===== src/instr_pkg.sv =====
`default_nettype none

package instr_pkg;

   localparam int XLEN     = 32;
   localparam int ROB_ID_W = 5;
   localparam int UOP_OP_W = 8;

   typedef logic [ROB_ID_W-1:0] t_rob_id;
   typedef logic [XLEN-1:0]     t_rv_reg_data;
   typedef logic [UOP_OP_W-1:0] t_uop_op; // opaque to the station.

   // micro-op as it leaves rename.
   typedef struct packed {
      t_uop_op      op;
      t_rob_id      dst_robid;
      logic         src1_pdg;   // waiting on src1_robid.
      t_rob_id      src1_robid;
      t_rv_reg_data src1_data;  // regfile read, only good when not pending.
      logic         src2_pdg;
      t_rob_id      src2_robid;
      t_rv_reg_data src2_data;
   } t_uop_disp;

   // writeback broadcast, strobe travels beside it.
   typedef struct packed {
      t_rob_id      robid;
      t_rv_reg_data result;
   } t_wb;

   // what execute gets.
   typedef struct packed {
      t_uop_op      op;
      t_rob_id      dst_robid;
      t_rv_reg_data src1_data;
      t_rv_reg_data src2_data;
   } t_rs_issue;

endpackage

`default_nettype wire


===== src/rs_pkg.sv =====
`default_nettype none

package rs_pkg;

   import instr_pkg::*;

   localparam int NUM_RS_ENTRIES = 4;
   localparam int NUM_SOURCES    = 2;
   localparam int RS_IDX_W       = $clog2(NUM_RS_ENTRIES);

   typedef logic [RS_IDX_W-1:0] t_rs_idx;

   // one source as seen by its tracker at allocation.
   typedef struct packed {
      logic         from_rob; // result still in flight.
      t_rob_id      robid;
      t_rv_reg_data data;
   } t_rs_src_alloc;

endpackage

`default_nettype wire


===== src/rs_entry.sv =====
`timescale 1ns/1ps
`default_nettype none

module rs_entry
   import instr_pkg::*, rs_pkg::*;
(
   input  logic      clk,
   input  logic      rst_n,

   input  logic      alloc_en,
   input  t_uop_disp alloc,

   input  logic      wb_valid,
   input  t_wb       wb,

   input  logic      release_en,

   output logic      valid,
   output logic      ready,
   output t_rs_issue iss
);

t_uop_op                op;
t_rob_id                dst_robid;
t_rs_src_alloc          src_alloc [NUM_SOURCES];
t_rv_reg_data           src_data  [NUM_SOURCES];
logic [NUM_SOURCES-1:0] src_ready;

always_ff @(posedge clk) begin
   if (!rst_n) begin
      valid <= 1'b0;
   end else if (alloc_en) begin
      valid <= 1'b1;
   end else if (release_en) begin
      valid <= 1'b0; // issued this cycle.
   end
end

always_ff @(posedge clk) begin
   if (alloc_en) begin
      op        <= alloc.op;
      dst_robid <= alloc.dst_robid;
   end
end

// split the dispatch packet per source.
assign src_alloc[0] = '{from_rob: alloc.src1_pdg, robid: alloc.src1_robid,
                        data: alloc.src1_data};
assign src_alloc[1] = '{from_rob: alloc.src2_pdg, robid: alloc.src2_robid,
                        data: alloc.src2_data};

for (genvar srcx = 0; srcx < NUM_SOURCES; srcx++) begin : g_src_trk
   rs_src_trk i_src_trk (
      .clk       (clk),
      .rst_n     (rst_n),
      .alloc_en  (alloc_en),
      .src_alloc (src_alloc[srcx]),
      .wb_valid  (wb_valid),
      .wb        (wb),
      .ready     (src_ready[srcx]),
      .src_data  (src_data[srcx])
   );
end

assign ready = valid && (&src_ready);
assign iss   = '{op: op, dst_robid: dst_robid,
                 src1_data: src_data[0], src2_data: src_data[1]};

// steering in the top picks free entries only.
a_alloc_on_free: assert property (
   @(posedge clk) disable iff (!rst_n) alloc_en |-> !valid
);

a_release_when_ready: assert property (
   @(posedge clk) disable iff (!rst_n) release_en |-> ready
);

endmodule

`default_nettype wire


===== src/rs_issue_sel.sv =====
`timescale 1ns/1ps
`default_nettype none

module rs_issue_sel
   import instr_pkg::*, rs_pkg::*;
(
   input  logic                      clk,
   input  logic                      rst_n,

   input  logic [NUM_RS_ENTRIES-1:0] ready,
   input  t_rs_issue                 ent_iss [NUM_RS_ENTRIES],

   output logic [NUM_RS_ENTRIES-1:0] release_oh,
   output logic                      iss_valid,
   output t_rs_issue                 iss
);

t_rs_idx sel_idx;
logic    any_ready;

// lowest index wins.
always_comb begin
   sel_idx = '0;
   for (int i = NUM_RS_ENTRIES - 1; i >= 0; i--) begin
      if (ready[i]) begin
         sel_idx = t_rs_idx'(i);
      end
   end
end

assign any_ready = |ready;

always_comb begin
   release_oh          = '0;
   release_oh[sel_idx] = any_ready; // frees the entry at the issue edge.
end

always_ff @(posedge clk) begin
   if (!rst_n) begin
      iss_valid <= 1'b0;
   end else begin
      iss_valid <= any_ready;
   end
end

always_ff @(posedge clk) begin
   if (any_ready) begin
      iss <= ent_iss[sel_idx];
   end
end

// lowest set bit of ready, or nothing.
a_release_lowest: assert property (
   @(posedge clk) disable iff (!rst_n)
   release_oh == (ready & (~ready + NUM_RS_ENTRIES'(1)))
);

endmodule

`default_nettype wire


===== src/rs_src_trk.sv =====
`timescale 1ns/1ps
`default_nettype none

module rs_src_trk
   import instr_pkg::*, rs_pkg::*;
(
   input  logic          clk,
   input  logic          rst_n,

   input  logic          alloc_en,
   input  t_rs_src_alloc src_alloc,

   input  logic          wb_valid,
   input  t_wb           wb,

   output logic          ready,
   output t_rv_reg_data  src_data
);

logic         pending;
t_rob_id      robid;
t_rv_reg_data data;
logic         alloc_hit;
logic         wb_hit;

// result showing up in the very cycle the source is allocated.
assign alloc_hit = wb_valid && src_alloc.from_rob && (wb.robid == src_alloc.robid);
assign wb_hit    = wb_valid && pending && (wb.robid == robid);

always_ff @(posedge clk) begin
   if (!rst_n) begin
      pending <= 1'b0;
   end else if (alloc_en) begin
      pending <= src_alloc.from_rob && !alloc_hit;
   end else if (wb_hit) begin
      pending <= 1'b0;
   end
end

always_ff @(posedge clk) begin
   if (alloc_en) begin
      robid <= src_alloc.robid;
      data  <= alloc_hit ? wb.result : src_alloc.data;
   end else if (wb_hit) begin
      data  <= wb.result; // wakeup.
   end
end

assign ready    = !pending;
assign src_data = data;

endmodule

`default_nettype wire


===== src/rs_station.sv =====
`timescale 1ns/1ps
`default_nettype none

module rs_station
   import instr_pkg::*, rs_pkg::*;
(
   input  logic      clk,
   input  logic      rst_n,

   input  logic      alloc_valid,
   input  t_uop_disp alloc,

   input  logic      wb_valid,
   input  t_wb       wb,

   output logic      iss_valid,
   output t_rs_issue iss,

   output logic      rs_full
);

logic [NUM_RS_ENTRIES-1:0] ent_valid;
logic [NUM_RS_ENTRIES-1:0] ent_ready;
logic [NUM_RS_ENTRIES-1:0] free_oh;
logic [NUM_RS_ENTRIES-1:0] alloc_en;
logic [NUM_RS_ENTRIES-1:0] release_oh;
t_rs_issue                 ent_iss [NUM_RS_ENTRIES];

// lowest clear bit of the valids, zero when full.
assign free_oh  = ~ent_valid & (ent_valid + NUM_RS_ENTRIES'(1));
assign alloc_en = free_oh & {NUM_RS_ENTRIES{alloc_valid}};
assign rs_full  = &ent_valid;

for (genvar entx = 0; entx < NUM_RS_ENTRIES; entx++) begin : g_entry
   rs_entry i_entry (
      .clk        (clk),
      .rst_n      (rst_n),
      .alloc_en   (alloc_en[entx]),
      .alloc      (alloc),
      .wb_valid   (wb_valid),
      .wb         (wb),
      .release_en (release_oh[entx]),
      .valid      (ent_valid[entx]),
      .ready      (ent_ready[entx]),
      .iss        (ent_iss[entx])
   );
end

rs_issue_sel i_issue_sel (
   .clk        (clk),
   .rst_n      (rst_n),
   .ready      (ent_ready),
   .ent_iss    (ent_iss),
   .release_oh (release_oh),
   .iss_valid  (iss_valid),
   .iss        (iss)
);

// dispatch has to hold off on full, there is no stall back.
a_no_alloc_when_full: assert property (
   @(posedge clk) disable iff (!rst_n) alloc_valid |-> !rs_full
);

endmodule

`default_nettype wire


===== config.mk =====
export PLATFORM = sky130hd
export DESIGN_NAME = rs_station
export DESIGN_NICKNAME = d
export VERILOG_FILES = /design/src/instr_pkg.sv /design/src/rs_pkg.sv /design/src/rs_entry.sv /design/src/rs_issue_sel.sv /design/src/rs_src_trk.sv /design/src/rs_station.sv
export SDC_FILE = /design/constraint.sdc
export NUM_CORES = 1
export LEC_CHECK = 0
export BUFFER_PORTS_ARGS = -buffer_cell sky130_fd_sc_hd__buf_4
export CELL_PAD_IN_SITES_DETAIL_PLACEMENT = 0
export CELL_PAD_IN_SITES_GLOBAL_PLACEMENT = 1
export CORE_MARGIN = 2
export CORE_UTILIZATION = 28
export CTS_BUF_LIST = sky130_fd_sc_hd__clkbuf_16
export DETAILED_ROUTE_END_ITERATION = 7
export PLACE_DENSITY = 0.52
export SLEW_MARGIN = 5
export SYNTH_ARGS = -nofsm -noshare
export SYNTH_HDL_FRONTEND = slang
export SYNTH_SLANG_ARGS = --single-unit

===== constraint.sdc =====
create_clock -name clk -period 9.7 [get_ports clk]
set_input_delay 0.97 -clock clk [delete_from_list [all_inputs] [get_ports clk]]
set_output_delay 0.97 -clock clk [all_outputs]
set_load 0.02 [all_outputs]

Word level (Yosys, flattened, before mapping)
Index checks and enable logic that the tools add are counted.
Storage, ports and cells
  register bits after elaboration: 438
  bits in latches: 0
  memory bits (writable): 0
  ROM bits: 0
  input port bits: 130
  output and inout bits: 79
  logic and storage cells: 166
  memories kept: 0
Cells by class
  $add $sub $neg: 1
  multipliers: 0
  divide/modulo/power cells: 0
  magnitude comparators: 3
  equality and inequality tests: 10
  shift operators: 0
  muxes and demuxes: 51
  bitwise operators: 5
  reduce and logical (&&, ||, !) cells: 55
Operators by type and width (count)
  $mux W32: 18
  $bmux W77 S2: 1
  $mux W77: 2
  $eq A5 B5 Y1: 10
  $logic_and A1 B1 Y1: 27
  $mux W1: 25
  $reduce_bool A2 Y1: 12
  $and A4 B4 Y4: 3
  $logic_not A1 Y1: 10
  $mux W2: 4
  $reduce_and A2 Y1: 4
  $add A4 B1 Y4 const B: 1
  $not A4 Y4: 1
  $reduce_and A4 Y1: 1
  $reduce_or A4 Y1: 1
  $ge A3 B3 Y1 const B: 1
  $lt A2 B3 Y1 const B: 1
  $not A2 Y3: 1
  $demux W1 S2: 1
  $ge A2 B1 Y1 const B: 1

Depth between registers and ports, before layout
Gate-level depths: netlist of the first run.
  word-level depth: 14
  gate-level depth with buffers: 7
  gate-level depth less buffers: 4

Modules after synthesis
A second synthesis of the first run with hierarchy kept.
Unflattened totals
  cell total of the unflattened synthesis: 1323
  area, all modules: 20260.7 um^2
Modules (own cells, without submodules)
  rs_src_trk: instances 8, cells an instance 100, area each 1710.4 um^2, seq. area each 1131.1 um^2
  rs_issue_sel: instances 1, cells an instance 449, area each 4765.8 um^2, seq. area each 2332.2 um^2
  rs_entry: instances 4, cells an instance 17, area each 439.2 um^2, seq. area each 410.4 um^2
  rs_station: instances 1, cells an instance 6, area each 55.1 um^2, seq. area each 0.0 um^2

Least setup slack after synthesis of the first run
Ideal clock, no wire load.
  path kind: register to register
  start: register g_entry[0].i_entry.valid
  end: register i_issue_sel.iss[0] (netlist name)
  library setup time: 1.132 ns
  data arrival time: 3.012 ns
  required time: 8.568 ns
  path slack: 5.556 ns
  stages on the path, launching flop included: 5
  buffers on the path: 2
  period minus slack after synthesis: 4.144 ns
  cells stage by stage: dfxtp_1 > buf_2 > nand2_1 > clkbuf_1 > nand4_1
On the way
  cells in the longest elaborated chain, start to end: 2
Ends and longest elaborated chain
  from (decl): line rs_entry.sv:18  | output logic valid,
  from (signal assigned): line rs_entry.sv:31  | valid <= 1'b0;
  from (signal assigned): line rs_entry.sv:33  | valid <= 1'b1;
  from (signal assigned): line rs_entry.sv:35  | valid <= 1'b0;
  $logic_and A1 B1 Y1: line rs_entry.sv:65  | assign ready = valid && (&src_ready);
  $reduce_or A4 Y1: line rs_issue_sel.sv:31  | assign any_ready = |ready;
  net i_issue_sel.any_ready: line rs_issue_sel.sv:19  | logic any_ready;
The timed path passes the listed nets, and every way through them passes these cells.
A chain may end at the register's enable or synchronous reset.

Final worst setup path of the first run
  start: input port wb[36] in the netlist's numbering
  end: register g_entry[3].i_entry.g_src_trk[0].i_src_trk.data[7], data pin
On the way
  cells in the longest elaborated chain, start to end: 4
Ends and longest elaborated chain
  from (decl): line rs_station.sv:14  | input t_wb wb,
  $eq A5 B5 Y1: line rs_src_trk.sv:27  | assign alloc_hit = wb_valid && src_alloc.from_rob && (wb.robid == src_alloc.robid);
  $logic_and A1 B1 Y1: line rs_src_trk.sv:27
  $mux W32: line rs_src_trk.sv:43  | data <= alloc_hit ? wb.result : src_alloc.data;
  $mux W32: line rs_src_trk.sv:41  | if (alloc_en) begin
  to (signal assigned): line rs_src_trk.sv:43
  to (signal assigned): line rs_src_trk.sv:45  | data <= wb.result;
  to (decl): line rs_src_trk.sv:22  | t_rv_reg_data data;
No other way between the ends.

==> metrics, run 1 <==
max-slew headroom at the worst pin=22.7%; number of global-route vias before repair=11603; outcome=finished clean; starting utilization of the core area=28.4%; placer congestion estimate=0.702; Worst Path Required=10.04 ns; diode insertion count for antenna repair=0; Clock Skew=0.00789 ns; Final Max Slew Viols=0; Power per Cell Area=197 nW/um^2; wire length of the first global-routing pass=82000 um; routed via count=11060; setup slack of the worst register-to-register path=6.69 ns; cells on worst reg2reg path=4; overall power consumption=4.61 mW; endpoint type of the worst setup path=flip-flop; maximum root-to-sink buffer count=3; post-CTS setup repair buffer count=0; critical-path maximum fanout=32; achievable frequency=320 MHz; fraction of layout instances using a drive strength above 1=42.0%; instance area after placement=21800 sq um; most common cell after layout, fill and taps aside=sky130_fd_sc_hd__edfxtp_1; synthesized netlist cell count=1145; Design Area, Final=23500 sq um; Hold Fails Final Rpt=0; dpl ws=5.95 ns; Crit path arrival time=3.46 ns; antenna viol nets, final=0; CTS hold repair buffers=0; clock latency on the worst-skew pair=0.59 ns; DRC violations left=0; horizontal extent of the die=266 um; share of the clock period used by the worst path=32.2%; via density per instance=4.88; number of max-cap violations=0; CTS Root Cell=sky130_fd_sc_hd__clkbuf_16; dominant register cell in the synthesized netlist=sky130_fd_sc_hd__edfxtp_1; number of enable-type register cells in the synthesized netlist=425; LEAKAGE=8.17 nW; CTS sink count=438; top-level I/O count=209; flip-flop and latch count after synthesis=438; unrepaired setup endpoints after global routing=no; core area=67500 sq um; Hold Startpoint=g_entry[3].i_entry.valid; detailed placement HPWL=33600 um; WL/cell=25.0 um; number of iterations in the first detailed-routing pass=5; pin count of the biggest net entering global routing=71; Core Util, Final=34.8%; nets@finish=1485; Post-Route WL=56600 um; Critical Path Start Type=input port; Max IR drop VDD=0.000112 V; share of flip-flops with an asynchronous set or reset=0%; library cells used by synthesis=37; synthesis-to-layout area growth=22.3%; Synth Warn #=0; remaining global-route overflow=0; Iter 0 DRT Violations=837; Clock transition at path regs=0.06 ns; final setup vio count=0; number of antenna violations at the first check in global routing=3; number of I/O port buffers=208; Total Die Area=70600 sq um; reg-to-reg critical path startpoint=g_entry[0].i_entry.valid; Chip Height=266 um; post_cts resized=0; commonest cells after routing, fill and taps aside=425 x sky130_fd_sc_hd__edfxtp_1, 256 x sky130_fd_sc_hd__mux2_2, 235 x sky130_fd_sc_hd__buf_4; average cell area after synthesis=16.8 sq um; start-to-end type of the worst setup path=input port to flip-flop; number of H-tree levels=2; post-synth design cell area=19200 sq um; sequential cell area fraction in the yosys report=67.9%; type of the most critical hold path=flip-flop to flip-flop; Tightest Pin Transition=1.16 ns; number of clock buffers inserted by TritonCTS=50; TritonCTS clock tree=built; clock period minus final worst setup slack=3.12 ns; number of nets in the synthesized netlist=1275; overall global routing resource usage=15.9%; source of the critical timing path=wb[36]; number of placement rows=95; final setup slack of the worst path=6.58 ns; setup TNS after final layout=0 ns
==> worst min path at each step <==
| stage | to | slack, ns | cells past startpoint |
|---|---|---|---|
| 2_1_floorplan | g_entry[3].i_entry.valid | 0.47 | 2 |
| 3_3_place_gp | g_entry[3].i_entry.valid | 0.50 | 2 |
| 3_5_place_dp | g_entry[3].i_entry.valid | 0.51 | 2 |
| 4_1_cts | g_entry[3].i_entry.valid | 0.52 | 2 |
| 5_1_grt | g_entry[3].i_entry.dst_robid[3] | 0.55 | 1 |
| 6_report | g_entry[3].i_entry.valid | 0.52 | 2 |
==> report_power, final <==
group | total (mW) | switching, mW | internal (mW)
logic | 0.503 | 0.291 | 0.212
registers | 2.23 | 0.0306 | 2.20
clock network | 1.88 | 0.770 | 1.11
==> synthesized netlist by cell type, types with 3 or more instances <==
master | n | area (sq um)
sky130_fd_sc_hd__xnor2_1 | 9 | 78.8
sky130_fd_sc_hd__nand2_1 | 18 | 67.6
sky130_fd_sc_hd__nor2_1 | 8 | 30.0
sky130_fd_sc_hd__nor4_1 | 8 | 50.1
sky130_fd_sc_hd__nor3b_1 | 3 | 22.5
sky130_fd_sc_hd__a21boi_0 | 3 | 22.5
sky130_fd_sc_hd__and2_1 | 77 | 482
sky130_fd_sc_hd__a22o_1 | 77 | 674
sky130_fd_sc_hd__xor2_1 | 41 | 359
sky130_fd_sc_hd__clkbuf_2 | 3 | 15.0
sky130_fd_sc_hd__clkbuf_1 | 40 | 150
sky130_fd_sc_hd__a21oi_1 | 7 | 35.0
sky130_fd_sc_hd__o21ai_0 | 3 | 15.0
sky130_fd_sc_hd__a221o_1 | 76 | 761
sky130_fd_sc_hd__inv_1 | 4 | 15.0
sky130_fd_sc_hd__buf_2 | 31 | 155
sky130_fd_sc_hd__a211oi_1 | 7 | 52.6
sky130_fd_sc_hd__mux2_2 | 256 | 2880
sky130_fd_sc_hd__dfxtp_1 | 13 | 260
sky130_fd_sc_hd__a41o_1 | 7 | 70.1
sky130_fd_sc_hd__edfxtp_1 | 425 | 12800
sky130_fd_sc_hd__nand4_1 | 9 | 56.3
==> final cells by class <==
type	instances	area [sq um]
Fill cell	6530	44000
Multi-Input combinational cell	626	5960
Clock buffer	53	1330
Tap cell	873	1090
Inverter	4	15.0
Timing Repair Buffer	235	1760
Clock inverter	36	289
Sequential cell	438	13000
==> metal layers <==
layer / GRT usage, % / wire length [um] / share of wire, %
met1: 21.3 / 25200 / 45
met2: 26.9 / 27900 / 49
met3: 2.98 / 2550 / 4.5
met4: 3.43 / 898 / 1.6
met5: 0 / 43 / 0.076
==> registers in the layout, summed over array words and instances, names as in the netlist <==
register	count
g_entry.i_entry.g_src_trk.i_src_trk.src_data	256
g_entry.i_entry.g_src_trk.i_src_trk.robid	40
g_entry.i_entry.valid	4
g_entry.i_entry.dst_robid	20
g_entry.i_entry.op	32
g_entry.i_entry.g_src_trk.i_src_trk.pending	8
i_issue_sel.iss_valid	1
i_issue_sel.iss	77
==> through the flow <==
stage / cells / hold slack [ns]
final: 2265 / 0.523
after global routing: 2265 / 0.547
after floorplan: 1145 / 0.474
after detailed placement: 2176 / 0.507
after global placement: 2176 / 0.503
after CTS: 2265 / 0.520
==> cell families after synthesis <==
kind of cell | count (synthesis) | share of synthesized area, %
flip-flops | 438 | 67.9
multiplexers | 256 | 15.0
AO/OA/AOI/OAI | 185 | 8.69
AND/OR/NAND/NOR | 135 | 4.31
buffers and inverters | 81 | 1.83
XOR/XNOR | 50 | 2.28
==> critical path, cell delays in order <==
cell	delay (ns)
sky130_fd_sc_hd__buf_4	0.17
sky130_fd_sc_hd__xor2_1	0.19
sky130_fd_sc_hd__nor4_4	0.73
sky130_fd_sc_hd__a21o_2	0.91
sky130_fd_sc_hd__mux2_2	0.42
Note: power is estimated with default switching activity, not from simulation.
==> inputs of run 2 (changes only) <==
--- a/config.mk
+++ b/config.mk
@@ -5,6 +5,7 @@
 export SDC_FILE = /design/constraint.sdc
 export NUM_CORES = 1
 export LEC_CHECK = 0
+export ABC_AREA = 1
 export BUFFER_PORTS_ARGS = -buffer_cell sky130_fd_sc_hd__buf_4
 export CELL_PAD_IN_SITES_DETAIL_PLACEMENT = 0
 export CELL_PAD_IN_SITES_GLOBAL_PLACEMENT = 1
@@ -12,7 +13,7 @@
 export CORE_UTILIZATION = 28
 export CTS_BUF_LIST = sky130_fd_sc_hd__clkbuf_16
 export DETAILED_ROUTE_END_ITERATION = 7
-export PLACE_DENSITY = 0.52
+export PLACE_DENSITY = 0.57
 export SLEW_MARGIN = 5
 export SYNTH_ARGS = -nofsm -noshare
 export SYNTH_HDL_FRONTEND = slang
==> constraint.sdc (replaced) <==
create_clock -name clk -period 2.5 [get_ports clk]
set_input_delay 0.25 -clock clk [delete_from_list [all_inputs] [get_ports clk]]
set_output_delay 0.25 -clock clk [all_outputs]
set_load 0.02 [all_outputs]
==> metrics, run 2 <==
post-layout instance count excluding filler cells=3387; share of the clock period used by the worst path=83.8%; DRC violations left=0; Max IR drop VDD=0.000457 V; horizontal extent of the die=277 um; max-slew headroom at the worst pin=51.8%; number of H-tree levels=2; Post-Route WL=75900 um; number of nets in the synthesized netlist=2250; sequential cell area fraction in the yosys report=62.4%; remaining global-route overflow=0; Critical Path Start Type=flip-flop; post-CTS setup repair buffer count=0; most instantiated cells after synthesis=750 x sky130_fd_sc_hd__nand2_1, 445 x sky130_fd_sc_hd__nand3_1, 425 x sky130_fd_sc_hd__edfxtp_1; placed cells=3239; number of global-route vias before repair=17152; max FFs per register=256; Core Util, Final=35.0%; setup TNS after final layout=0 ns; number of max-cap violations=0; dominant register cell in the synthesized netlist=sky130_fd_sc_hd__edfxtp_1; most common cell after layout, fill and taps aside=sky130_fd_sc_hd__nand2_1; Total Die Area=76700 sq um; achievable frequency=477 MHz; Clock Skew=0.0235 ns; WL/cell=22.4 um; flip-flop and latch count after synthesis=438; CTS Root Cell=sky130_fd_sc_hd__clkbuf_16; Design Area, Final=25900 sq um; critical-path maximum fanout=51; library cells used by synthesis=25; pin count of the biggest net entering global routing=90; placer congestion estimate=0.820; count leader, synth=sky130_fd_sc_hd__nand2_1; instance area after placement=23800 sq um; endpoint type of the worst setup path=flip-flop; CTS sink count=438; Power per Cell Area=702 nW/um^2; overall power consumption=18.2 mW; Synth Warn #=0; average cell area after synthesis=9.84 sq um; number of enable-type register cells in the synthesized netlist=425; post-synth design cell area=20900 sq um; LEAKAGE=10.4 nW; fraction of synthesized cell area taken by the top area cell type=61.2%; unrepaired setup endpoints after global routing=no; CTS hold repair buffers=55; number of clock buffers inserted by TritonCTS=50; clock latency on the worst-skew pair=0.61 ns; Crit path arrival time=2.53 ns; number of filler cells placed in the layout=7518; Iter 0 DRT Violations=1452; final setup slack of the worst path=0.405 ns; top-level I/O count=209; number of placement rows=100; nets@finish=2507; leading cell types by total area after synthesis=sky130_fd_sc_hd__edfxtp_1 61%, sky130_fd_sc_hd__nand2_1 13%, sky130_fd_sc_hd__nand3_1 11%; commonest cells after routing, fill and taps aside=740 x sky130_fd_sc_hd__nand2_1, 444 x sky130_fd_sc_hd__nand3_1, 425 x sky130_fd_sc_hd__edfxtp_1; fraction of layout instances using a drive strength above 1=16.8%; routed via count=16800; clock period minus final worst setup slack=2.09 ns; Hold Fails Final Rpt=0; number of antenna violations at the first check in global routing=4; post_cts resized=0; Tightest Pin Transition=0.723 ns; core area=74100 sq um; Worst Path Required=2.93 ns; TritonCTS clock tree=built; Chip Height=277 um; dominant cell type by area after synthesis=sky130_fd_sc_hd__edfxtp_1; Clock transition at path regs=0.06 ns; starting utilization of the core area=28.2%; wire length of the first global-routing pass=112000 um; Final Max Slew Viols=0; area of the multi-input gates=6730 sq um; worst hold-check slack=0.0243 ns; dpl ws=0.433 ns; share of flip-flops with an asynchronous set or reset=0%; antenna viol nets, final=0; synthesized netlist cell count=2120; type of the most critical hold path=input port to flip-flop; number of iterations in the first detailed-routing pass=6; start-to-end type of the worst setup path=flip-flop to flip-flop; maximum root-to-sink buffer count=3; synthesis-to-layout area growth=24.4%; final setup vio count=0; number of I/O port buffers=208; overall global routing resource usage=19.5%; Register Area=13000 sq um; via density per instance=4.96; detailed placement HPWL=46400 um; outcome=finished clean
## run 2: changes by cell type after synthesis, sizes merged, moves of 9 or more
cell   previous run  this run
buf              34        71
mux2            256         0
nand3             0       477
inv               4       154
nor2              8        37
a22o             77         0
and2             77         0
a221o            76         0
xor2             41         1
xnor2             9         0
nand4             9       109
nor4             11         0
nand2            18       757
## run 2: final cells by class
cell class | instances | area share [%]
Clock inverter | 42 | 1.18
Timing Repair Buffer | 324 | 10.9
Sequential cell | 438 | 50.2
Tap cell | 969 | 4.67
Antenna cell | 1 | 0.00965
Inverter | 156 | 2.28
Multi-Input combinational cell | 1407 | 26.0
Clock buffer | 50 | 4.82
## run 2: worst paths after layout
check             from                  end  slack, ns  cells past startpoint
max          flip-flop  i_issue_sel.iss[24]       0.41                      7
min             wb[21]            flip-flop       0.02                      3
max reg2reg  flip-flop  i_issue_sel.iss[24]       0.41                      7
min reg2reg  flip-flop            flip-flop       0.51                      2
## run 2: critical path, stage by stage, from the launching register on
cell and delay (ns):
sky130_fd_sc_hd__dfxtp_1 0.37, sky130_fd_sc_hd__nor2_1 0.08, sky130_fd_sc_hd__nand2_1 0.14, sky130_fd_sc_hd__nand2_1 0.12
sky130_fd_sc_hd__inv_4 0.54, sky130_fd_sc_hd__buf_4 0.35, sky130_fd_sc_hd__nand3_1 0.10, sky130_fd_sc_hd__nand4_1 0.18
## run 2: kinds of logic after synthesis
kind of cell,synth area share [%]
AO/OA/AOI/OAI,0.528
XOR/XNOR,0.0420
buffers and inverters,5.71
flip-flops,62.4
AND/OR/NAND/NOR,31.3
## run 2: routing by layer
metal  part of all wire [%]  GRT usage [%]
met1                     42           24.8
met2                     49           33.7
met5                  0.047              0
met3                    6.3           3.33
met4                    3.0           6.17
## run 2: where the power goes
group | total (mW) | internal (mW) | switching [mW]
Clock | 7.11 | 4.04 | 3.07
Sequential | 8.67 | 8.55 | 0.121
Combinational | 2.44 | 0.783 | 1.66
